`config.mk`:
```
export PLATFORM = sky130hd
export DESIGN_NAME = mul_back_flat
export DESIGN_NICKNAME = d
export VERILOG_FILES = /design/src/hdl/exe_pkg.sv /design/src/hdl/mul_stage_if.sv /design/src/hdl/mul_back.sv /design/src/flat_wrapper.sv
export SDC_FILE = /design/constraint.sdc
export NUM_CORES = 1
export LEC_CHECK = 0
export BUFFER_PORTS_ARGS = -buffer_cell sky130_fd_sc_hd__buf_2
export CAP_MARGIN = 20
export CORE_MARGIN = 3
export CORE_UTILIZATION = 50
export DETAILED_ROUTE_END_ITERATION = 8
export PLACE_DENSITY_LB_ADDON = 0.3
export SLEW_MARGIN = 20
export SYNTH_ARGS = -nofsm -noshare
export SYNTH_HDL_FRONTEND = slang
export SYNTH_SLANG_ARGS = --single-unit
```
`constraint.sdc`:
```
create_clock -name vclk -period 7.8
set_input_delay 0.39 -clock vclk [all_inputs]
set_output_delay 0.39 -clock vclk [all_outputs]
set_load 0.01 [all_outputs]
```
`src/hdl/exe_pkg.sv`:
```
package exe_pkg;

    typedef logic [31:0] word_t;
    typedef logic [4:0]  reg_addr_t;
    typedef logic [11:0] uop_t;
    typedef logic [2:0]  itype_t;
    typedef logic [3:0]  alu_op_t;
    typedef logic [3:0]  br_cond_t;
    typedef logic [33:0] pp_t;     // one 17x17 signed product

    // uop field positions, bits 11:9 spare
    localparam int UOP_TYPE_LSB = 0;
    localparam int UOP_FUNC_LSB = 3;
    localparam int UOP_MD_SEL   = 7;   // mul high word / div remainder
    localparam int UOP_USIGN    = 8;

    localparam itype_t ITYPE_ALU = 3'd0;
    localparam itype_t ITYPE_BR  = 3'd1;
    localparam itype_t ITYPE_MUL = 3'd2;
    localparam itype_t ITYPE_DIV = 3'd3;

    localparam alu_op_t ALU_ADD  = 4'd0;
    localparam alu_op_t ALU_SUB  = 4'd1;
    localparam alu_op_t ALU_SLT  = 4'd2;
    localparam alu_op_t ALU_SLTU = 4'd3;
    localparam alu_op_t ALU_AND  = 4'd4;
    localparam alu_op_t ALU_OR   = 4'd5;
    localparam alu_op_t ALU_XOR  = 4'd6;
    localparam alu_op_t ALU_NOR  = 4'd7;
    localparam alu_op_t ALU_SLL  = 4'd8;
    localparam alu_op_t ALU_SRL  = 4'd9;
    localparam alu_op_t ALU_SRA  = 4'd10;
    localparam alu_op_t ALU_LUI  = 4'd11;

    localparam br_cond_t JIRL = 4'd3;
    localparam br_cond_t B    = 4'd4;
    localparam br_cond_t BL   = 4'd5;
    localparam br_cond_t BEQ  = 4'd6;
    localparam br_cond_t BNE  = 4'd7;
    localparam br_cond_t BLT  = 4'd8;
    localparam br_cond_t BGE  = 4'd9;
    localparam br_cond_t BLTU = 4'd10;
    localparam br_cond_t BGEU = 4'd11;

    function automatic itype_t uop_type(uop_t uop);
        return uop[UOP_TYPE_LSB +: 3];
    endfunction

    // alu op or branch condition
    function automatic alu_op_t uop_func(uop_t uop);
        return uop[UOP_FUNC_LSB +: 4];
    endfunction

endpackage
```
`src/hdl/mul_stage_if.sv`:
```
`timescale 1ns/1ns
interface mul_stage_if;
    import exe_pkg::*;

    logic      en;
    reg_addr_t rd;
    logic      sel;    // 1 selects high word
    pp_t       pp0;    // a_lo * b_lo
    pp_t       pp1;    // a_lo * b_hi
    pp_t       pp2;    // a_hi * b_lo
    pp_t       pp3;    // a_hi * b_hi

    modport front (output en, rd, sel, pp0, pp1, pp2, pp3);
    modport back  (input en, rd, sel, pp0, pp1, pp2, pp3);

endinterface

```
`src/hdl/mul_back.sv`:
```
`timescale 1ns/1ns
module mul_back (
    mul_stage_if.back          mid,
    output logic               en,
    output exe_pkg::reg_addr_t rd,
    output exe_pkg::word_t     result
);
    import exe_pkg::*;

    logic [63:0] product;

    // sign-extended sum, wraps mod 2^64
    assign product = 64'($signed(mid.pp0))
                   + (64'($signed(mid.pp1)) << 16)
                   + (64'($signed(mid.pp2)) << 16)
                   + (64'($signed(mid.pp3)) << 32);

    assign result = mid.sel ? product[63:32] : product[31:0];
    assign en     = mid.en;
    assign rd     = mid.rd;

endmodule

```
`src/flat_wrapper.sv`:
```
// flat-port wrapper written by rule: the top's interface ports become plain ports
module mul_back_flat import exe_pkg::*;
  (en, rd, result, mid_en, mid_rd, mid_sel, mid_pp0, mid_pp1, mid_pp2, mid_pp3);
  mul_stage_if mid_i ();
  output logic en;
  output exe_pkg::reg_addr_t rd;
  output exe_pkg::word_t result;
  input wire logic [$bits(mid_i.en)-1:0] mid_en;
  input wire logic [$bits(mid_i.rd)-1:0] mid_rd;
  input wire logic [$bits(mid_i.sel)-1:0] mid_sel;
  input wire logic [$bits(mid_i.pp0)-1:0] mid_pp0;
  input wire logic [$bits(mid_i.pp1)-1:0] mid_pp1;
  input wire logic [$bits(mid_i.pp2)-1:0] mid_pp2;
  input wire logic [$bits(mid_i.pp3)-1:0] mid_pp3;
  assign mid_i.en = mid_en;
  assign mid_i.rd = mid_rd;
  assign mid_i.sel = mid_sel;
  assign mid_i.pp0 = mid_pp0;
  assign mid_i.pp1 = mid_pp1;
  assign mid_i.pp2 = mid_pp2;
  assign mid_i.pp3 = mid_pp3;
  mul_back u_core (.mid(mid_i), .en(en), .rd(rd), .result(result));
endmodule
```
-- Word level (Yosys, flattened, before mapping)
Cells that the tools add are included.
- register bits after elaboration: 0
- bits in latches: 0
- RAM bits: 0
- memory bits (read-only): 0
- input bits: 143
- output and inout bits: 38
- word-level logic and storage cells: 4
- memories: 0
- add/subtract/negate cells: 3
- $mul: 0
- divide/modulo/power cells: 0
- order comparisons: 0
- equality and inequality tests: 0
- shifts and indexed selects: 0
- muxes and demuxes: 1
- bitwise gates (word level): 0
- reductions and logical operators: 0
- operators with widths (operator ; number):
    adder 64 bit ; 1
    adder 51 x 50 -> 52 bit ; 1
    adder 34 x 50 -> 51 bit ; 1
    two-way mux 32 bit ; 1

-- Longest topological paths before layout
Gate-level depths: netlist (run 1).
- word-level depth: 4
- depth in mapped cells: 24
- depth with buffers taken out: 24

-- Worst setup path before layout (run 1)
No wires, ideal clock.
- path kind: input-to-output
- start: input mid_pp2[1]
- end: output result[21]
- arrival time: 4.823 ns
- required time: 7.410 ns
- slack: 2.587 ns
- stages on the path: 22
- path buffers: 0
- cell sequence: fa_1 -> ha_1 -> fa_1 -> a211oi_1 -> o21ai_1 -> nand3_1 -> a21oi_1 -> o211ai_1 -> nand2_1 -> a21o_1 -> a21oi_1 -> xnor2_1 -> ha_1 -> o21a_1 -> nor2_1 -> nor3_1 -> a211o_1 -> a41o_1 -> a41oi_1 -> nand2b_1 -> xnor2_1 -> a21oi_1
- cells in the longest elaborated chain, start to end: 3
- ends and longest elaborated chain (element ; line ; text):
    start: declaration ; flat_wrapper.sv:13 ; input wire logic [$bits(mid_i.pp2)-1:0] mid_pp2;
    adder 51 x 50 -> 52 bit ; mul_back.sv:15 ; + (64'($signed(mid.pp2)) << 16)
    adder 64 bit ; mul_back.sv:16 ; + (64'($signed(mid.pp3)) << 32);
    two-way mux 32 bit ; mul_back.sv:18 ; assign result = mid.sel ? product[63:32] : product[31:0];
    end: declaration ; flat_wrapper.sv:7 ; output exe_pkg::word_t result;
No other way between the ends.

-- Worst setup path after layout (run 1)
- start: input mid_pp0[33]
- end: output result[24]
- cells in the longest elaborated chain, start to end: 4
- ends and longest elaborated chain (element ; line ; text):
    start: declaration ; flat_wrapper.sv:11 ; input wire logic [$bits(mid_i.pp0)-1:0] mid_pp0;
    adder 34 x 50 -> 51 bit ; mul_back.sv:14 ; + (64'($signed(mid.pp1)) << 16)
    adder 51 x 50 -> 52 bit ; mul_back.sv:15 ;
    adder 64 bit ; mul_back.sv:16 ;
    two-way mux 32 bit ; mul_back.sv:18 ;
No other way between the ends.

==> flow_summary_export.csv, run 1 <==
group,metric,value,unit
outcome,run_status,"finished clean",
cells_and_area,antenna_cells,0,
critical_path,cp_max_fo,17,
drt,via_per_inst,5.84,
pwr,netSwitchingFraction,0.562,
pwr,pwr-share-clk,0,
cells_and_area,n_fill_cell,789,
pwr,p_switching,0.801,mW
clock_tree,cts_resized,0,
cells_and_area,mostFrequentLayoutCell,"buf_2",
critical_path,worst-path-buf-inv,2,
drt,drt.antenna.violating_nets,0,
pwr,combPwrFrac,1.000,
global_routing,grt_pass1_wl,20200,um
floorplanning,dieArea,10100,um^2
drt,post-route-drc-count,0,
cells_and_area,nClkBuffers,0,
floorplanning,num_rows,33,
drt,drtIter0Drc,238,
cells_and_area,drive_above_1_share,0.271,
cells_and_area,area_growth,19.4,%
critical_path,arrival,5.95,ns
sta,min_period,6.34,ns
worst_hold_path,holdCritPathClass,"input port to primary output",
critical_path,path_class,"input port to primary output",
critical_path,slowest_delay,0.51,ns
critical_path,crit_path_end,"result[24]",
synth,syn-cell-area,4470,um^2
global_routing,grt_pass1_vias,4576,
floorplanning,die_h,101,um
critical_path,crit_family,"simple AND/OR/NAND/NOR gates",
critical_path,crit_required,7.41,ns
floorplanning,core_region_area,8460,um^2
global_routing,grtUsageTotal,0.236,
synth,netlist_instances,572,
pwr,p_leak,2.56,nW
sta,fmax,158,MHz
synth,syn_nets,818,
cells_and_area,final_cell_mix,"buf_2, a21oi_1, ha_1",
place,dp_hpwl,11000,um
global_routing,grt_antenna_before_repair,0,
synth,synth_top_area_cell,"ha_1",
sta,finalMaxSlewViolations,0,
cells_and_area,nets,968,
critical_path,cp_cell_sequence,"buf_2 -> fa_1 -> ha_1 -> nand4_1 -> or2_2 -> or3_1 -> a31oi_1 -> o21ai_1 -> nor2b_1 -> o21bai_1 -> a21oi_1 -> xnor2_1 -> ha_1 -> and3_1 -> nand2_1 -> nor4b_4 -> nor2_2 -> o31ai_2 -> a21oi_1 -> and4b_1 -> or3_1 -> buf_2",
synth,synth_area_per_cell,7.82,um^2
sta,fin_crit_sh,0.813,
floorplanning,io_pins,181,
drt,first_pass_iters,5,
cells_and_area,finalInstanceArea,5340,um^2
floorplanning,start_util,0.528,
global_routing,grt_max_degree,53,
clock_tree,cts_hold_buf,0,
pwr,powerDensity,267,nW/um^2
sta,hold_violations,0,
pwr,vdd_drop_max,0.168,mV
floorplanning,chipWidth,101,um
critical_path,crit_start,"mid_pp0[33]",
critical_path,cp.depth,22,
place,port_buffers,167,
sta,rsz0062_at_grt,"false",
place,place_inst,825,
cells_and_area,layout.cells.non_filler,825,
sta,tightest_slew,1.03,ns
pwr,seqPwrFrac,0,
global_routing,grt_overflow,0,
synth,netlist.area_leader.share,0.187,
synth,synth_cell_types,60,
sta,setup_violations,0,
synth,yosysSeqAreaShare,0,
drt,drt-total-wl,12600,um
critical_path,cp_slowest_cell,"fa_1",
cells_and_area,seq_area,0,um^2
place,globalplace.congestion,0.886,
place,postPlaceCellArea,5340,um^2
cells_and_area,nFlopsAndLatches,0,
run,max_cap_viol_count,0,
critical_path,cp-start-kind,"input port",
sta,slew_headroom,0.315,
drt,vias,4820,
critical_path,worstSetupEndpointType,"primary output",
clock_tree,cts_post_setup_buffers_inserted,0,
drt,wire_per_inst,15.3,um
synth,synth_area_leaders,"ha_1, fa_1, a21oi_1",
sta,tns,0,ns
pwr,power.internal,0.623,mW
synth,synth_warnings,0,
==> per-layer routing <==
layer / wire, um / share of wire / vias to the layer above / track usage
met5: 0 / 0 / - / 0
met4: 70 / 0.0056 / 0 / 0.0166
met3: 796 / 0.063 / 8 / 0.00692
met2: 6320 / 0.50 / 177 / 0.452
met1: 5420 / 0.43 / 2214 / 0.306
li1: - / - / 2421 / -
==> cell usage after synthesis, types with 9 or more instances <==
| cell type | count |
|---|---|
| a21o_1 | 19 |
| fa_1 | 36 |
| mux2_2 | 15 |
| ha_1 | 67 |
| nand2_1 | 46 |
| nor2_1 | 39 |
| o21bai_1 | 15 |
| inv_1 | 19 |
| o21a_1 | 10 |
| a21oi_1 | 69 |
| nand3_1 | 20 |
| nor3_1 | 16 |
| xor2_1 | 19 |
| o21ai_0 | 28 |
| xnor2_1 | 38 |
| a31oi_1 | 9 |
==> power groups by stage <==
stage	Clock, mW	Sequential [mW]	Combinational [mW]
floorplan	0	0	1.04
global placement	0	0	1.38
detailed placement	0	0	1.41
CTS	0	0	1.42
global route	0	0	1.57
finish	0	0	1.42
==> cell families (layout without fill, tap and decap cells) <==
logic type / Yosys count / count (layout) / share of synthesized area
adders and majority gates: 103 / 103 / 0.349
muxes: 17 / 17 / 0.0422
xor gates and xnor gates: 57 / 57 / 0.112
and+or+nand+nor: 162 / 162 / 0.176
AOI/OAI and AO/OA: 195 / 195 / 0.283
buffers and inverters: 38 / 186 / 0.0386
==> per-stage QoR <==
stage                     utilization  setup WS (ns)  total power [mW]  hold slack, ns
after floorplan                     -           2.59              1.04           0.872
after global placement          0.631           1.63              1.38           0.780
after detailed placement        0.631           1.51              1.41           0.780
after CTS                       0.631           1.51              1.42           0.780
after global routing            0.631           1.03              1.57           0.780
final                           0.631           1.46              1.42           0.780
==> how the worst min path moves through the flow <==
| stage | start | to | slack (ns) | cells after the start |
|---|---|---|---|---|
| 3_3_place_gp | mid_rd[3] | rd[3] | 0.78 | 0 |
| 6_report | mid_en | en | 0.78 | 0 |
| 2_1_floorplan | mid_en | en | 0.87 | 1 |
| 4_1_cts | mid_rd[3] | rd[3] | 0.78 | 0 |
| 3_5_place_dp | mid_rd[3] | rd[3] | 0.78 | 0 |
| 5_1_grt | mid_rd[2] | rd[2] | 0.78 | 0 |
==> cell type report <==
cell class,count,area [um^2],share of cell area
multi-input cells,534,4300,0.805
repair buffers,167,836,0.157
well taps,105,131,0.0246
inverters,19,71.3,0.0134
(Power assumes the default switching activity.)
==> run 2, diff against run 1 <==
ABC_AREA = 1   (was default)
CORE_UTILIZATION = 48   (was 50)
clock period = 5.1 ns   (was 7.8 ns; I/O delays follow)
==> flow_summary_export.csv, run 2 <==
group,metric,value,unit
clock_tree,cts_post_setup_buffers_inserted,0,
synth,yosysMostFrequentCell,"nand2_1",
critical_path,crit_family,"compound AO/OA/AOI/OAI gates",
cells_and_area,drive_above_1_share,0.200,
floorplanning,io_pins,181,
synth,syn_nets,1026,
drt,wire_per_inst,13.6,um
floorplanning,num_rows,35,
drt,via_per_inst,5.37,
place,dp_hpwl,12900,um
global_routing,grt_overflow,0,
critical_path,slowest_delay,0.54,ns
critical_path,cp_max_fo,4,
drt,drt-total-wl,14500,um
global_routing,grtUsageTotal,0.247,
cells_and_area,antenna_cells,0,
run,max_cap_viol_count,0,
critical_path,crit_start,"mid_pp2[1]",
cells_and_area,final_cell_mix,"nand2_1, buf_2, inv_1",
sta,hold_violations,0,
pwr,seqPwrFrac,0,
pwr,pwr-share-clk,0,
cells_and_area,nFlopsAndLatches,0,
cells_and_area,finalInstanceArea,5790,um^2
sta,min_period,4.72,ns
cells_and_area,seq_area,0,um^2
floorplanning,chipWidth,106,um
critical_path,crit_required,4.85,ns
critical_path,crit_path_end,"result[18]",
critical_path,cp-start-kind,"input port",
sta,tightest_slew,0.554,ns
worst_hold_path,holdCritPathClass,"input port to primary output",
pwr,netSwitchingFraction,0.620,
critical_path,worstSetupEndpointType,"primary output",
cells_and_area,mostFrequentLayoutCell,"nand2_1",
synth,synth_top_family_by_area,"adder cells",
drt,drt.antenna.violating_nets,0,
pwr,powerDensity,362,nW/um^2
floorplanning,die_h,106,um
sta,rsz0062_at_grt,"false",
synth,syn-cell-area,4820,um^2
cells_and_area,utilization,0.609,
synth,netlist.area_leader.share,0.174,
sta,setup_violations,0,
synth,synth_top_area_cell,"ha_1",
synth,synth_commonest_cells,"nand2_1, inv_1, a21oi_1",
synth,synth-compound-area-share,0.244,
sta,fin_crit_sh,0.925,
synth,synth_cell_types,35,
synth,synth_area_per_cell,6.18,um^2
outcome,run_status,"finished clean",
cells_and_area,area_growth,20.2,%
place,globalplace.congestion,0.973,
critical_path,cp_cell_sequence,"buf_2 -> fa_1 -> ha_1 -> fa_1 -> nand3_1 -> nand3_1 -> inv_1 -> o21ai_2 -> a21boi_2 -> o21ai_0 -> xor2_1 -> fa_1 -> nand2_1 -> a21oi_1 -> a21oi_1 -> o21ai_2 -> a21oi_1 -> xor2_1 -> o21ai_0 -> buf_2",
clock_tree,cts_resized,0,
floorplanning,dieArea,11300,um^2
critical_path,cp.depth,20,
critical_path,arrival,4.46,ns
drt,first_pass_iters,6,
drt,drtIter0Drc,287,
synth,synth_area_leaders,"ha_1, fa_1, nand2_1",
clock_tree,cts_hold_buf,0,
pwr,p_total,2.10,mW
critical_path,worst-path-buf-inv,3,
synth,synthMuxAreaShare,0.00208,
global_routing,grt_antenna_before_repair,0,
sta,slew_headroom,0.631,
sta,finalMaxSlewViolations,0,
drt,vias,5730,
sta,fmax,212,MHz
place,postPlaceCellArea,5780,um^2
pwr,combPwrFrac,1.000,
place,port_buffers,167,
floorplanning,core_region_area,9500,um^2
synth,synth_warnings,0,
pwr,p_leak,3.07,nW
pwr,vdd_drop_max,0.136,mV
pwr,p_switching,1.30,mW
synth,yosysSeqAreaShare,0,
cells_and_area,nets,1186,
global_routing,grt_pass1_wl,23700,um
critical_path,path_class,"input port to primary output",
critical_path,cp_slowest_cell,"fa_1",
pwr,power.internal,0.796,mW
cells_and_area,nClkBuffers,0,
synth,synth_simple_gate_area_frac,0.286,
sta,tns,0,ns
synth,yosys.area_share.adder,0.324,
synth,synth-xor-area-share,0.0582,
synth,netlist_instances,780,
global_routing,grt_max_degree,39,
floorplanning,start_util,0.507,
global_routing,grt_pass1_vias,5333,
drt,post-route-drc-count,0,
[run 2: changes by cell type after synthesis, sizes merged, moves of 8 or more]
cell | before | now
nor2 | 40 | 79
nand3 | 20 | 40
xnor2 | 38 | 18
a21oi | 71 | 86
nor2b | 8 | 0
mux2 | 15 | 0
nand2 | 46 | 190
o21ai | 32 | 72
inv | 19 | 91
[run 2: how the worst min path moves through the flow]
stage / from / end / slack (ns) / cells after the start
2_1_floorplan: mid_en / en / 0.60 / 1
3_3_place_gp: mid_rd[0] / rd[0] / 0.51 / 0
3_5_place_dp: mid_rd[0] / rd[0] / 0.51 / 0
4_1_cts: mid_rd[0] / rd[0] / 0.51 / 0
5_1_grt: mid_rd[2] / rd[2] / 0.51 / 0
6_report: mid_en / en / 0.51 / 0
[run 2: cells by family (layout without fill, tap and decap cells)]
logic type | after synthesis | count (layout)
adders and majority gates | 103 | 103
muxes | 1 | 1
AOI/OAI and AO/OA | 205 | 205
and+or+nand+nor | 335 | 335
xor gates and xnor gates | 32 | 32
buffers and inverters | 104 | 262
[run 2: metal layers]
layer | share of wire | global-route usage | up-vias
met5 | 0 | 0 | -
met4 | 0.020 | 0.0416 | 0
met3 | 0.074 | 0.0231 | 18
met2 | 0.46 | 0.434 | 208
met1 | 0.44 | 0.332 | 2553
li1 | - | - | 2951
[run 2: area by class of cell]
type	instances	area, um^2
timing repair buffer	171	878
inverter	91	342
fill	965	3710
multi-input combinational	676	4410
tap	129	161
[run 2: power groups by stage]
stage | combinational, mW | clock (mW) | sequential, mW
after CTS | 2.07 | 0 | 0
final | 2.10 | 0 | 0
after global placement | 2.05 | 0 | 0
after global routing | 2.35 | 0 | 0
after detailed placement | 2.06 | 0 | 0
after floorplan | 1.49 | 0 | 0
[run 2: metrics by stage]
step	worst slack (ns)	instances	hold WS [ns]
finish	0.382	1067	0.510
CTS	0.446	1067	0.510
global placement	0.501	1067	0.510
floorplan	1.22	780	0.602
detailed placement	0.447	1067	0.510
global route	0.0704	1067	0.510
==> run 3, diff against run 2 <==
CORE_ASPECT_RATIO = 2   (was default)
==> flow_summary_export.csv, run 3 (synthesized netlist as in run 2, its figures left out) <==
group,metric,value,unit
clock_tree,cts_post_setup_buffers_inserted,0,
place,port_buffers,167,
outcome,run_status,"finished clean",
sta,hold_violations,0,
global_routing,grtUsageTotal,0.265,
place,dp_hpwl,13900,um
critical_path,cp-start-kind,"input port",
floorplanning,core_region_area,9760,um^2
global_routing,grt_max_degree,36,
critical_path,worst-path-buf-inv,3,
cells_and_area,nClkBuffers,0,
cells_and_area,mostFrequentLayoutCell,"nand2_1",
cells_and_area,final_cell_mix,"nand2_1, buf_2, inv_1",
critical_path,cp.depth,23,
sta,fmax,210,MHz
floorplanning,dieArea,11300,um^2
critical_path,crit_family,"compound AO/OA/AOI/OAI gates",
critical_path,crit_required,4.85,ns
cells_and_area,drive_above_1_share,0.200,
drt,drt-total-wl,15600,um
clock_tree,cts_resized,0,
critical_path,crit_start,"mid_pp2[1]",
cells_and_area,area_growth,20.3,%
sta,holdWs,0.510,ns
place,place_ws,0.384,ns
floorplanning,start_util,0.493,
sta,fin_crit_sh,0.932,
drt,via_per_inst,5.46,
pwr,vdd_drop_max,0.227,mV
critical_path,worst_path_most_repeated_cell,"nand2_1",
worst_hold_path,holdCritPathClass,"input port to primary output",
drt,post-route-drc-count,0,
critical_path,cp_max_fo,4,
drt,drt.antenna.violating_nets,0,
critical_path,path_class,"input port to primary output",
pwr,powerDensity,367,nW/um^2
sta,setup_violations,0,
critical_path,arrival,4.50,ns
floorplanning,chipWidth,76.8,um
critical_path,worstSetupEndpointType,"primary output",
drt,vias,5850,
cells_and_area,nFlopsAndLatches,0,
global_routing,grt_pass1_wl,25000,um
critical_path,crit_path_end,"result[23]",
sta,tns,0,ns
drt,wire_per_inst,14.5,um
floorplanning,io_pins,181,
clock_tree,cts_hold_buf,0,
sta,finalMaxSlewViolations,0,
critical_path,slowest_delay,0.56,ns
sta,slew_headroom,0.661,
run,max_cap_viol_count,0,
critical_path,cp_cell_sequence,"buf_2 -> fa_1 -> ha_1 -> fa_1 -> nand3_1 -> nand3_1 -> inv_1 -> o21ai_2 -> a21boi_2 -> o21ai_0 -> xor2_1 -> ha_1 -> nand3_1 -> nand2_1 -> a21oi_2 -> o21ai_1 -> nand3_1 -> nand2_1 -> nand2_1 -> nand2_1 -> o21ai_0 -> nand2_1 -> buf_2",
global_routing,grt_pass1_vias,5744,
sta,tightest_slew,0.508,ns
global_routing,grt_antenna_before_repair,0,
cells_and_area,seq_area,0,um^2
pwr,p_total,2.13,mW
cells_and_area,nets,1187,
sta,min_period,4.76,ns
drt,drtIter0Drc,280,
drt,first_pass_iters,5,
pwr,p_leak,3.08,nW
critical_path,cp_slowest_cell,"fa_1",
sta,fin_ws,0.345,ns
sta,rsz0062_at_grt,"false",
floorplanning,num_rows,51,
place,globalplace.congestion,0.972,
floorplanning,die_h,148,um
cells_and_area,antenna_cells,0,
global_routing,grt_overflow,0,
run 3: power breakdown:
group          internal [mW]  switching [mW]
registers                  0               0
clock network              0               0
logic                  0.805            1.32
total                  0.805            1.32
run 3: area by class of cell:
type | instances | area [um^2]
well taps | 132 | 165
fillers | 1021 | 3970
inverters | 91 | 342
repair buffers | 172 | 886
multi-input cells | 676 | 4400
run 3: worst min-delay path by stage:
stage | startpoint | end | slack [ns] | depth (start not counted)
global placement | mid_en | en | 0.51 | 0
floorplan | mid_en | en | 0.60 | 1
global route | mid_rd[4] | rd[4] | 0.51 | 0
detailed placement | mid_en | en | 0.51 | 0
finish | mid_rd[4] | rd[4] | 0.51 | 0
CTS | mid_en | en | 0.51 | 0
run 3: metrics by stage:
step                      instance area (um^2)  instances   util
final                                     5800       1071  0.594
after global routing                      5800       1071  0.594
after CTS                                 5800       1071  0.594
after detailed placement                  5800       1071  0.594
after global placement                    5800       1071  0.594
after floorplan                           4820        780      -
run 3: routing by layer:
metal / GRT usage / vias up / wire length, um
li1: - / 2944 / -
met1: 0.268 / 2646 / 5480
met2: 0.527 / 204 / 8440
met3: 0.0232 / 56 / 760
met4: 0.131 / 0 / 898
met5: 0 / - / 0
