===== config.mk =====
export PLATFORM = sky130hd
export DESIGN_NAME = forward_unit
export DESIGN_NICKNAME = d
export VERILOG_FILES = /design/src/hdl/exe_pkg.sv /design/src/hdl/forward_unit.sv
export SDC_FILE = /design/constraint.sdc
export NUM_CORES = 1
export LEC_CHECK = 0
export BUFFER_PORTS_ARGS = -buffer_cell sky130_fd_sc_hd__buf_4
export CORE_AREA = 5 5 172 174
export DETAILED_ROUTE_END_ITERATION = 12
export DIE_AREA = 0 0 177 179
export PLACE_DENSITY = 0.59
export SLEW_MARGIN = 20
export SYNTH_ARGS = -nofsm -noshare
export SYNTH_HDL_FRONTEND = slang
export SYNTH_SLANG_ARGS = --single-unit

===== constraint.sdc =====
create_clock -name vclk -period 3.8
set_input_delay 0.38 -clock vclk [all_inputs]
set_output_delay 0.38 -clock vclk [all_outputs]
set_load 0.1 [all_outputs]

===== src/hdl/exe_pkg.sv =====
package exe_pkg;

    typedef logic [31:0] word_t;
    typedef logic [4:0]  reg_addr_t;
    typedef logic [11:0] uop_t;
    typedef logic [2:0]  itype_t;
    typedef logic [3:0]  alu_op_t;
    typedef logic [3:0]  br_cond_t;
    typedef logic [33:0] pp_t;     // one 17x17 signed product

    // uop field positions, bits 11:9 spare
    localparam int UOP_TYPE_LSB = 0;
    localparam int UOP_FUNC_LSB = 3;
    localparam int UOP_MD_SEL   = 7;   // mul high word / div remainder
    localparam int UOP_USIGN    = 8;

    localparam itype_t ITYPE_ALU = 3'd0;
    localparam itype_t ITYPE_BR  = 3'd1;
    localparam itype_t ITYPE_MUL = 3'd2;
    localparam itype_t ITYPE_DIV = 3'd3;

    localparam alu_op_t ALU_ADD  = 4'd0;
    localparam alu_op_t ALU_SUB  = 4'd1;
    localparam alu_op_t ALU_SLT  = 4'd2;
    localparam alu_op_t ALU_SLTU = 4'd3;
    localparam alu_op_t ALU_AND  = 4'd4;
    localparam alu_op_t ALU_OR   = 4'd5;
    localparam alu_op_t ALU_XOR  = 4'd6;
    localparam alu_op_t ALU_NOR  = 4'd7;
    localparam alu_op_t ALU_SLL  = 4'd8;
    localparam alu_op_t ALU_SRL  = 4'd9;
    localparam alu_op_t ALU_SRA  = 4'd10;
    localparam alu_op_t ALU_LUI  = 4'd11;

    localparam br_cond_t JIRL = 4'd3;
    localparam br_cond_t B    = 4'd4;
    localparam br_cond_t BL   = 4'd5;
    localparam br_cond_t BEQ  = 4'd6;
    localparam br_cond_t BNE  = 4'd7;
    localparam br_cond_t BLT  = 4'd8;
    localparam br_cond_t BGE  = 4'd9;
    localparam br_cond_t BLTU = 4'd10;
    localparam br_cond_t BGEU = 4'd11;

    function automatic itype_t uop_type(uop_t uop);
        return uop[UOP_TYPE_LSB +: 3];
    endfunction

    // alu op or branch condition
    function automatic alu_op_t uop_func(uop_t uop);
        return uop[UOP_FUNC_LSB +: 4];
    endfunction

endpackage

===== src/hdl/forward_unit.sv =====
`timescale 1ns/1ns
module forward_unit (
    input  exe_pkg::reg_addr_t eu0_rj,
    input  exe_pkg::reg_addr_t eu0_rk,
    input  exe_pkg::reg_addr_t eu1_rj,
    input  exe_pkg::reg_addr_t eu1_rk,
    input  exe_pkg::reg_addr_t eu0_rd,
    input  exe_pkg::uop_t      eu0_uop,
    input  exe_pkg::word_t     data00,
    input  exe_pkg::word_t     data01,
    input  exe_pkg::word_t     data10,
    input  exe_pkg::word_t     data11,
    input  logic               s1_en0,
    input  exe_pkg::reg_addr_t s1_rd0,
    input  exe_pkg::word_t     s1_data0,
    input  logic               s1_mul0,
    input  logic               s1_en1,
    input  exe_pkg::reg_addr_t s1_rd1,
    input  exe_pkg::word_t     s1_data1,
    input  logic               o_en0,
    input  exe_pkg::reg_addr_t o_rd0,
    input  exe_pkg::word_t     o_data0,
    input  logic               o_en1,
    input  exe_pkg::reg_addr_t o_rd1,
    input  exe_pkg::word_t     o_data1,
    input  logic               div_busy,
    output exe_pkg::word_t     eu0_sr0,
    output exe_pkg::word_t     eu0_sr1,
    output exe_pkg::word_t     eu1_sr0,
    output exe_pkg::word_t     eu1_sr1,
    output logic               stall
);
    import exe_pkg::*;

    reg_addr_t eu0_src1;

    // youngest producer wins
    function automatic word_t bypass(reg_addr_t src, word_t rf_val);
        word_t val;
        val = rf_val;
        if (src != '0) begin
            if (s1_en1 && s1_rd1 == src) begin
                val = s1_data1;
            end else if (s1_en0 && s1_rd0 == src) begin
                val = s1_data0;
            end else if (o_en1 && o_rd1 == src) begin
                val = o_data1;
            end else if (o_en0 && o_rd0 == src) begin
                val = o_data0;
            end
        end
        return val;
    endfunction

    // mul result not out of the back half yet
    function automatic logic mul_hit(reg_addr_t src);
        return s1_mul0 && src != '0 && s1_rd0 == src;
    endfunction

    // branches compare rj against rd
    assign eu0_src1 = (uop_type(eu0_uop) == ITYPE_BR) ? eu0_rd : eu0_rk;

    always_comb begin
        eu0_sr0 = bypass(eu0_rj, data00);
        eu0_sr1 = bypass(eu0_src1, data01);
        eu1_sr0 = bypass(eu1_rj, data10);
        eu1_sr1 = bypass(eu1_rk, data11);
    end

    always_comb begin
        stall = div_busy || mul_hit(eu0_rj) || mul_hit(eu0_src1)
                || mul_hit(eu1_rj) || mul_hit(eu1_rk);
    end

endmodule


* Word-level counts from Yosys, hierarchy flattened
Cells that the tools add are included.
** Storage, ports and cells
- Bits in registers :: 0
- Bits of input ports :: 319
- Output and inout port bits :: 129
- Word-level logic and storage cells :: 70
** Cells by class
- Equal/unequal tests :: 17
- Muxes and demuxes :: 21
- Reductions and logical operators :: 32
** Operators by type and width (number)
- $mux 32 :: 20
- $eq 5x5->1 :: 16
- $logic_and 1x1->1 :: 24
- $reduce_bool 5->1 :: 4
- $mux 5 :: 1
- $logic_or 1x1->1 :: 4
- $eq 3x1->1 const B :: 1

* Longest topological paths before layout
Gate-level depths: netlist of run 1.
- Depth in word-level cells :: 9
- Gate-level depth with buffers :: 10
- Gate-level depth less buffers :: 7

* Worst setup path before layout of run 1
No wires, ideal clock.
- Kind :: input to output
- Start :: in o_rd0[0]
- End :: out eu1_sr1[1]
- Arrival :: 4.372 ns
- Data required time :: 3.420 ns
- Setup slack :: -0.952 ns
- Cell stages on the path :: 10
- Buffers on the path :: 3
- Cells stage by stage :: clkbuf_1 > xor2_1 > nor4_1 > and3_1 > clkbuf_1 > buf_2 > mux2i_1 > a211o_1 > and3_1 > o31ai_1
** Between the ends
- Cells in the longest elaborated chain, start to end :: 7
** RTL lines
- start, declared :: line forward_unit.sv:21 : input exe_pkg::reg_addr_t o_rd0,
- $eq 5x5->1 :: line forward_unit.sv:48 : end else if (o_en0 && o_rd0 == src) begin
- $logic_and 1x1->1 :: line forward_unit.sv:48
- $mux 32 :: line forward_unit.sv:48
- $mux 32 :: line forward_unit.sv:46 : end else if (o_en1 && o_rd1 == src) begin
- $mux 32 :: line forward_unit.sv:44 : end else if (s1_en0 && s1_rd0 == src) begin
- $mux 32 :: line forward_unit.sv:42 : if (s1_en1 && s1_rd1 == src) begin
- $mux 32 :: line forward_unit.sv:41 : if (src != '0) begin
- end, declared :: line forward_unit.sv:30 : output exe_pkg::word_t eu1_sr1,
No other way between the ends.

* Worst setup path in the final report of run 1
- Start :: in eu0_uop[2]
- End :: out eu0_sr1[2]
** Between the ends
- Cells in the longest elaborated chain, start to end :: 9
- Elaborated cells between the ends (all ways) :: 16
- Those cells by class :: eq/ne (5); mux (6); reduce/logical (5)
** RTL lines
- start, declared :: line forward_unit.sv:8 : input exe_pkg::uop_t eu0_uop,
- $eq 3x1->1 (*) :: line forward_unit.sv:61 : assign eu0_src1 = (uop_type(eu0_uop) == ITYPE_BR) ? eu0_rd : eu0_rk;
- $mux 5 (*) :: line forward_unit.sv:61
- $eq 5x5->1 :: line forward_unit.sv:48
- $logic_and 1x1->1 :: line forward_unit.sv:48
- $mux 32 :: line forward_unit.sv:48
- $mux 32 :: line forward_unit.sv:46
- $mux 32 :: line forward_unit.sv:44
- $mux 32 :: line forward_unit.sv:42
- $mux 32 (*) :: line forward_unit.sv:41
- end, declared :: line forward_unit.sv:28 : output exe_pkg::word_t eu0_sr1,
Mark *: on every way between the ends. The rest lies on a longest branch, timed or not.

==> summary.json, run 1 <==
{
  "synth_top_area_share": {"value": 14.7, "unit": "%"},
  "layout-area-overhead-vs-synth": {"value": 62.3, "unit": "%"},
  "mapped_cell_area": {"value": 8190, "unit": "µm²"},
  "unrepaired_setup_endpoints_after_global_routing": {"value": "no"},
  "worst_hold_path_type": {"value": "in2out"},
  "final_hold_viol_count": {"value": 0},
  "path_max_fanout": {"value": 10},
  "power_frac_comb": {"value": 100.0, "unit": "%"},
  "stdcell_count": {"value": 2084},
  "worst_slack": {"value": 0.188, "unit": "ns"},
  "dr.pass1.iters": {"value": 9},
  "grt.overflow.total": {"value": 0},
  "finalWorstPathRequiredPeriod": {"value": 3.61, "unit": "ns"},
  "grt_pass1_vias": {"value": 11954},
  "end_kind": {"value": "output pin"},
  "dpl.cell_count": {"value": 2083},
  "initialDrtViolationCount": {"value": 1126},
  "globalRouteTotalUtil": {"value": 28.8, "unit": "%"},
  "final_net_count": {"value": 2026},
  "wirelength": {"value": 48400, "unit": "µm"},
  "cellLeakagePower": {"value": 5.78, "unit": "nW"},
  "timing_max_transition_violations_final": {"value": 0},
  "post-cts-setup-buffers": {"value": 0},
  "synth_seq_area_share": {"value": 0, "unit": "%"},
  "die_w": {"value": 177, "unit": "µm"},
  "route.antenna.remaining_nets": {"value": 0},
  "worst_setup_path_start_kind": {"value": "input port"},
  "synth.distinct_cells": {"value": 46},
  "routed_via_density": {"value": 5.86},
  "path_class": {"value": "in2out"},
  "postSynthNetCount": {"value": 1696},
  "grt_first_pass_wirelength": {"value": 72600, "unit": "µm"},
  "post-route-util": {"value": 48.1, "unit": "%"},
  "fmax": {"value": 0.277, "unit": "GHz"},
  "total_power": {"value": 2.63, "unit": "mW"},
  "worstPathArrival": {"value": 3.23, "unit": "ns"},
  "count_of_clock_net_buffers_in_the_final_layout": {"value": 0},
  "seq_power_share": {"value": 0, "unit": "%"},
  "dpl_worst_slack": {"value": 0.209, "unit": "ns"},
  "stdcell_area": {"value": 13300, "unit": "µm²"},
  "warning_count_from_the_yosys_run": {"value": 0},
  "die_area": {"value": 31700, "unit": "µm²"},
  "switching_share": {"value": 68.2, "unit": "%"},
  "boundary_pins": {"value": 448},
  "layout_worst_path_cycle_share": {"value": 95.0, "unit": "%"},
  "whs": {"value": 1.19, "unit": "ns"},
  "cell_internal_pwr": {"value": 0.835, "unit": "mW"},
  "drive_above_1_share": {"value": 37.1, "unit": "%"},
  "number_of_vias_after_detailed_routing": {"value": 12215},
  "power_switching": {"value": 1.79, "unit": "mW"},
  "run_status": {"value": "finished, final reports clean"},
  "initial_core_util": {"value": 29.6, "unit": "%"},
  "num_rows": {"value": 61},
  "setup-violations-final": {"value": 0},
  "cp_data_required_time": {"value": 3.42, "unit": "ns"},
  "drt_drc_violations_left": {"value": 0},
  "syn-mean-instance-area": {"value": 5.95, "unit": "µm²"},
  "place_hpwl": {"value": 36200, "unit": "µm"},
  "wire_per_inst": {"value": 23.2, "unit": "µm"},
  "pwr_density_cell": {"value": 198, "unit": "nW/µm²"},
  "most-common-layout-cells": {"value": "sky130_fd_sc_hd__buf_4 (459), sky130_fd_sc_hd__nand2_1 (319), sky130_fd_sc_hd__nor2_1 (197), sky130_fd_sc_hd__and3_1 (127), sky130_fd_sc_hd__mux2i_1 (100)"},
  "holdBufCountCts": {"value": 0},
  "power.clock.fraction": {"value": 0, "unit": "%"},
  "placedInstanceArea": {"value": 13300, "unit": "µm²"},
  "number_of_antenna_violations_at_the_first_check_in_global_routing": {"value": 1},
  "post-synth-top-area-cell": {"value": "sky130_fd_sc_hd__nand2_1"},
  "floorplan.core_area": {"value": 27600, "unit": "µm²"},
  "worst_slew_margin_rel": {"value": 48.5, "unit": "%"},
  "die_h": {"value": 179, "unit": "µm"},
  "area.sequential": {"value": 0, "unit": "µm²"},
  "routabilityCongestion": {"value": 0.938},
  "setup_total_negative_slack": {"value": 0, "unit": "ns"},
  "post_synth_main_area_contributors": {"value": "sky130_fd_sc_hd__nand2_1 (15%), sky130_fd_sc_hd__mux2i_1 (12%), sky130_fd_sc_hd__a211o_1 (10%), sky130_fd_sc_hd__and3_1 (9.9%), sky130_fd_sc_hd__nor2_1 (9.3%)"},
  "number_of_buffers_added_on_ports": {"value": 439},
  "worst_ir_drop_vdd": {"value": 131, "unit": "µV"},
  "layout_commonest_cell": {"value": "sky130_fd_sc_hd__buf_4"},
  "layout.sequential_cells": {"value": 0},
  "cap_viol_max_count": {"value": 0},
  "netlist_instances": {"value": 1377},
  "fill_cells": {"value": 2901},
  "ctsResizeCount": {"value": 0},
  "slew_at_the_pin_with_the_worst_max_slew_slack": {"value": 0.772, "unit": "ns"},
  "largest_net_degree_at_the_start_of_global_routing": {"value": 65}
}
critical path, stage by stage:
cell,delay (ns)
sky130_fd_sc_hd__buf_4,0.13
sky130_fd_sc_hd__or3b_1,0.60
sky130_fd_sc_hd__a21oi_2,0.35
sky130_fd_sc_hd__xnor2_1,0.17
sky130_fd_sc_hd__a2111oi_4,0.47
sky130_fd_sc_hd__buf_4,0.27
sky130_fd_sc_hd__nand3_1,0.09
sky130_fd_sc_hd__mux2_2,0.27
sky130_fd_sc_hd__o211ai_1,0.15
sky130_fd_sc_hd__buf_4,0.35
final timing paths:
check	startpoint	to	cells past startpoint
setup / recovery	eu0_uop[2]	eu0_sr1[2]	10
hold / removal	div_busy	stall	3
cell usage after synthesis (2+ instances only):
master / count
sky130_fd_sc_hd__buf_2: 14
sky130_fd_sc_hd__mux2i_1: 100
sky130_fd_sc_hd__nand2b_1: 2
sky130_fd_sc_hd__and3_1: 130
sky130_fd_sc_hd__o21ai_1: 2
sky130_fd_sc_hd__o2111a_1: 2
sky130_fd_sc_hd__nor2_1: 203
sky130_fd_sc_hd__nor4bb_1: 2
sky130_fd_sc_hd__buf_4: 2
sky130_fd_sc_hd__nor4_1: 10
sky130_fd_sc_hd__nand3_1: 42
sky130_fd_sc_hd__or4_1: 4
sky130_fd_sc_hd__buf_1: 4
sky130_fd_sc_hd__a22o_1: 2
sky130_fd_sc_hd__inv_1: 10
sky130_fd_sc_hd__a21o_1: 2
sky130_fd_sc_hd__a211o_1: 97
sky130_fd_sc_hd__a221oi_1: 6
sky130_fd_sc_hd__o221ai_1: 33
sky130_fd_sc_hd__xnor2_1: 19
sky130_fd_sc_hd__o211ai_1: 32
sky130_fd_sc_hd__xor2_1: 53
sky130_fd_sc_hd__nor3_1: 7
sky130_fd_sc_hd__and2_1: 2
sky130_fd_sc_hd__o22a_1: 2
sky130_fd_sc_hd__nand2_1: 320
sky130_fd_sc_hd__clkbuf_1: 131
sky130_fd_sc_hd__mux2_2: 31
sky130_fd_sc_hd__o31ai_1: 96
layer usage:
layer | track usage, % | share of wire, %
met5 | 0 | 0
met4 | 8.77 | 3.6
met3 | 5.40 | 9.0
met2 | 50.1 | 48
met1 | 36.0 | 39
area by class of cell:
type	instances	area [µm²]	share of cell area, %
multi-input combinational	1216	8920	67.2
antenna	1	2.50	0.0188
inverter	10	37.5	0.283
tap	378	473	3.56
timing repair buffer	479	3850	29.0
cell families after synthesis:
group	share of synthesized area, %
multiplexers	16.8
buffers and inverters	7.69
AND/OR/NAND/NOR	39.3
XOR/XNOR	7.70
AO/OA/AOI/OAI	28.5
power groups by stage:
stage                        clock, mW  combinational, mW  sequential [mW]
after floorplan                      0               1.85                0
after global placement               0               2.61                0
after detailed placement             0               2.63                0
after CTS                            0               2.63                0
after global routing      0.0000000352               2.74                0
final                     0.0000000352               2.63                0
No activity file was read; power rests on OpenSTA's default activity.
==> run 2: changes to the inputs <==
- ABC_AREA: not set -> 1
- CORE_AREA: 5 5 172 174 -> 5 5 170 172
- DIE_AREA: 0 0 177 179 -> 0 0 175 177
- PLACE_DENSITY: 0.59 -> 0.63
- SLEW_MARGIN: 20 -> not set
==> run 2 against run 1 <==
Compared with the run above:
- worst setup slack better by 0.34 ns
- global-route usage grew 8.8 points
- non-clock buffer count is 10 higher
- largest power group unchanged
- critical path type unchanged
==> summary.json, run 2 <==
{
  "grt_first_pass_wirelength": {"value": 91800, "unit": "µm", "change": "was 72600 µm"},
  "stdcell_area": {"value": 12600, "unit": "µm²", "change": "was 13300 µm²"},
  "syn-mean-instance-area": {"value": 4.61, "unit": "µm²", "change": "was 5.95 µm²"},
  "drt_drc_violations_left": {"value": 0, "change": "unchanged"},
  "worst_slew_margin_rel": {"value": 30.1, "unit": "%", "change": "was 48.5%"},
  "grt.overflow.total": {"value": 0, "change": "unchanged"},
  "number_of_vias_after_detailed_routing": {"value": 16011, "change": "was 12215"},
  "layout_worst_path_cycle_share": {"value": 86.0, "unit": "%", "change": "was 95.0%"},
  "setup_total_negative_slack": {"value": 0, "unit": "ns", "change": "unchanged"},
  "final_hold_viol_count": {"value": 0, "change": "unchanged"},
  "dpl_worst_slack": {"value": 0.605, "unit": "ns", "change": "was 0.209 ns"},
  "ctsResizeCount": {"value": 0, "change": "unchanged"},
  "synth_seq_area_share": {"value": 0, "unit": "%", "change": "unchanged"},
  "route.antenna.remaining_nets": {"value": 0, "change": "unchanged"},
  "cellLeakagePower": {"value": 6.84, "unit": "nW", "change": "was 5.78 nW"},
  "run_status": {"value": "finished, final reports clean", "change": "unchanged"},
  "hold_start": {"value": "data01[6]", "change": "was div_busy"},
  "path_class": {"value": "in2out", "change": "unchanged"},
  "setup.worst_path.start": {"value": "o_rd0[4]", "change": "was eu0_uop[2]"},
  "wirelength": {"value": 62400, "unit": "µm", "change": "was 48400 µm"},
  "slew_at_the_pin_with_the_worst_max_slew_slack": {"value": 1.05, "unit": "ns", "change": "was 0.772 ns"},
  "most-common-layout-cells": {"value": "sky130_fd_sc_hd__nand2_1 (767), sky130_fd_sc_hd__buf_4 (483), sky130_fd_sc_hd__nand3_1 (313), sky130_fd_sc_hd__nor2_1 (146), sky130_fd_sc_hd__nand4_1 (140)", "change": "was sky130_fd_sc_hd__buf_4 (459), sky130_fd_sc_hd__nand2_1 (319), sky130_fd_sc_hd__nor2_1 (197), sky130_fd_sc_hd__and3_1 (127), sky130_fd_sc_hd__mux2i_1 (100)"},
  "synth.distinct_cells": {"value": 31, "change": "was 46"},
  "initialDrtViolationCount": {"value": 1961, "change": "was 1126"},
  "number_of_antenna_violations_at_the_first_check_in_global_routing": {"value": 4, "change": "was 1"},
  "pwr_density_cell": {"value": 222, "unit": "nW/µm²", "change": "was 198 nW/µm²"},
  "post_synth_main_area_contributors": {"value": "sky130_fd_sc_hd__nand2_1 (32%), sky130_fd_sc_hd__nand3_1 (18%), sky130_fd_sc_hd__nand4_1 (9.7%), sky130_fd_sc_hd__a21oi_1 (6.2%), sky130_fd_sc_hd__nor2_1 (6.2%)", "change": "was sky130_fd_sc_hd__nand2_1 (15%), sky130_fd_sc_hd__mux2i_1 (12%), sky130_fd_sc_hd__a211o_1 (10%), sky130_fd_sc_hd__and3_1 (9.9%), sky130_fd_sc_hd__nor2_1 (9.3%)"},
  "boundary_pins": {"value": 448, "change": "unchanged"},
  "routabilityCongestion": {"value": 0.975, "change": "was 0.938"},
  "unrepaired_setup_endpoints_after_global_routing": {"value": "no", "change": "unchanged"},
  "grt_pass1_vias": {"value": 15194, "change": "was 11954"},
  "use_met2": {"value": 62.0, "unit": "%", "change": "was 50.1%"},
  "cap_viol_max_count": {"value": 0, "change": "unchanged"},
  "wire_per_inst": {"value": 23.7, "unit": "µm", "change": "was 23.2 µm"},
  "fmax": {"value": 0.306, "unit": "GHz", "change": "was 0.277 GHz"},
  "worst_hold_path_type": {"value": "in2out", "change": "unchanged"},
  "count_of_clock_net_buffers_in_the_final_layout": {"value": 0, "change": "unchanged"},
  "floorplan.core_area": {"value": 27300, "unit": "µm²", "change": "was 27600 µm²"},
  "path_max_fanout": {"value": 32, "change": "was 10"},
  "initial_core_util": {"value": 32.9, "unit": "%", "change": "was 29.6%"},
  "dr.pass1.iters": {"value": 6, "change": "was 9"},
  "layout-area-overhead-vs-synth": {"value": 40.6, "unit": "%", "change": "was 62.3%"},
  "warning_count_from_the_yosys_run": {"value": 0, "change": "unchanged"},
  "post-synth-top-area-cell": {"value": "sky130_fd_sc_hd__nand2_1", "change": "unchanged"},
  "postSynthNetCount": {"value": 2268, "change": "was 1696"},
  "number_of_buffers_added_on_ports": {"value": 439, "change": "unchanged"},
  "worst_slack": {"value": 0.531, "unit": "ns", "change": "was 0.188 ns"},
  "grt_busiest_layer": {"value": "met2", "change": "unchanged"},
  "worst_setup_path_start_kind": {"value": "input port", "change": "unchanged"},
  "synth_top_area_share": {"value": 32.1, "unit": "%", "change": "was 14.7%"},
  "final_net_count": {"value": 2606, "change": "was 2026"},
  "area.sequential": {"value": 0, "unit": "µm²", "change": "unchanged"},
  "globalRouteTotalUtil": {"value": 37.6, "unit": "%", "change": "was 28.8%"},
  "largest_net_degree_at_the_start_of_global_routing": {"value": 65, "change": "unchanged"},
  "place_hpwl": {"value": 45900, "unit": "µm", "change": "was 36200 µm"},
  "post-cts-setup-buffers": {"value": 0, "change": "unchanged"},
  "dpl.cell_count": {"value": 2631, "change": "was 2083"},
  "synth_most_common_cell": {"value": "sky130_fd_sc_hd__nand2_1", "change": "unchanged"},
  "mapped_cell_area": {"value": 8990, "unit": "µm²", "change": "was 8190 µm²"},
  "layout_commonest_cell": {"value": "sky130_fd_sc_hd__nand2_1", "change": "was sky130_fd_sc_hd__buf_4"},
  "die_h": {"value": 177, "unit": "µm", "change": "was 179 µm"},
  "drive_above_1_share": {"value": 24.9, "unit": "%", "change": "was 37.1%"},
  "die_area": {"value": 31000, "unit": "µm²", "change": "was 31700 µm²"},
  "fill_cells": {"value": 3143, "change": "was 2901"},
  "timing_max_transition_violations_final": {"value": 0, "change": "unchanged"},
  "cp_data_required_time": {"value": 3.42, "unit": "ns", "change": "about the same"},
  "die_w": {"value": 175, "unit": "µm", "change": "was 177 µm"},
  "setup-violations-final": {"value": 0, "change": "unchanged"},
  "placedInstanceArea": {"value": 12600, "unit": "µm²", "change": "was 13300 µm²"},
  "grt_use_met1": {"value": 46.2, "unit": "%", "change": "was 36.0%"},
  "synth_top_cells_by_count": {"value": "sky130_fd_sc_hd__nand2_1 (770), sky130_fd_sc_hd__nand3_1 (320), sky130_fd_sc_hd__nor2_1 (148), sky130_fd_sc_hd__nand4_1 (140), sky130_fd_sc_hd__a21oi_1 (112)", "change": "was sky130_fd_sc_hd__nand2_1 (320), sky130_fd_sc_hd__nor2_1 (203), sky130_fd_sc_hd__clkbuf_1 (131), sky130_fd_sc_hd__and3_1 (130), sky130_fd_sc_hd__mux2i_1 (100)"},
  "routed_via_density": {"value": 6.08, "change": "was 5.86"},
  "layout.sequential_cells": {"value": 0, "change": "unchanged"},
  "netlist_instances": {"value": 1949, "change": "was 1377"},
  "end_kind": {"value": "output pin", "change": "unchanged"},
  "stdcell_count": {"value": 2634, "change": "was 2084"},
  "groute.layer.met3.usage": {"value": 7.99, "unit": "%", "change": "was 5.40%"},
  "worstPathArrival": {"value": 2.89, "unit": "ns", "change": "was 3.23 ns"},
  "holdBufCountCts": {"value": 0, "change": "unchanged"},
  "worst_ir_drop_vdd": {"value": 186, "unit": "µV", "change": "was 131 µV"},
  "num_rows": {"value": 61, "change": "unchanged"},
  "finalWorstPathRequiredPeriod": {"value": 3.27, "unit": "ns", "change": "was 3.61 ns"}
}
## run 2: cell types whose count changed in the layout (fill, tap and decap cells not counted), moves of 32 or more
| cell | previous run | this run |
|---|---|---|
| sky130_fd_sc_hd__nand4_1 | 0 | 140 |
| sky130_fd_sc_hd__a21oi_1 | 0 | 107 |
| sky130_fd_sc_hd__a211o_1 | 97 | 0 |
| sky130_fd_sc_hd__mux2i_1 | 100 | 0 |
| sky130_fd_sc_hd__nand2_1 | 319 | 767 |
| sky130_fd_sc_hd__inv_1 | 10 | 106 |
| sky130_fd_sc_hd__and3_1 | 127 | 0 |
| sky130_fd_sc_hd__o211ai_1 | 32 | 64 |
| sky130_fd_sc_hd__o31ai_4 | 89 | 0 |
| sky130_fd_sc_hd__xor2_1 | 53 | 13 |
| sky130_fd_sc_hd__nand3_1 | 35 | 313 |
| sky130_fd_sc_hd__nor2_1 | 197 | 146 |
| sky130_fd_sc_hd__o221ai_1 | 33 | 0 |
## run 2: path summary, 6_finish.rpt
path  cells after the start     endpoint
min                       4   eu0_sr1[6]
max                      12  eu1_sr1[24]
## run 2: logic make-up after synthesis
kind of cell              share of synthesized area [%]
xor gates and xnor gates                           1.46
buffers and inverters                              13.1
and+or+nand+nor                                    71.4
AOI/OAI and AO/OA                                  14.1
## run 2: per-layer routing
metal,share of wire (%),vias to the layer above
li1,-,7197
met3,13,288
met1,37,7166
met4,6.4,2
met2,44,1358
met5,0.021,-
## run 2: area by class of cell
cell class	count	area (µm²)	share of cell area [%]
Inverter	122	458	3.62
Tap cell	346	433	3.42
Timing Repair Buffer	489	3750	29.6
Antenna cell	3	7.51	0.0594
Multi-Input combinational cell	1674	8000	63.3
## run 2: critical path, stage by stage
cell	delay, ns
sky130_fd_sc_hd__buf_4	0.13
sky130_fd_sc_hd__inv_1	0.22
sky130_fd_sc_hd__o22ai_1	0.18
sky130_fd_sc_hd__nor2_4	0.12
sky130_fd_sc_hd__nand3_2	0.79
sky130_fd_sc_hd__nand2_1	0.27
sky130_fd_sc_hd__nand3_1	0.10
sky130_fd_sc_hd__o211ai_1	0.11
sky130_fd_sc_hd__nand3_1	0.12
sky130_fd_sc_hd__nand2_1	0.08
sky130_fd_sc_hd__nand2_1	0.11
sky130_fd_sc_hd__buf_4	0.26
## run 2: report_power, final
group | internal (mW) | switching (mW) | total [mW]
Clock | 0.000000106 | 0 | 0.000000106
Sequential | 0 | 0 | 0
Combinational | 0.687 | 2.12 | 2.80
## run 2: per-stage QoR
step | hold slack, ns | util [%] | power (mW)
5_1_grt | 1.21 | 46.3 | 2.92
3_5_place_dp | 1.19 | 46.2 | 2.76
4_1_cts | 1.19 | 46.2 | 2.77
2_1_floorplan | 1.20 | - | 1.83
6_report | 1.19 | 46.3 | 2.80
3_3_place_gp | 1.20 | 46.2 | 2.76
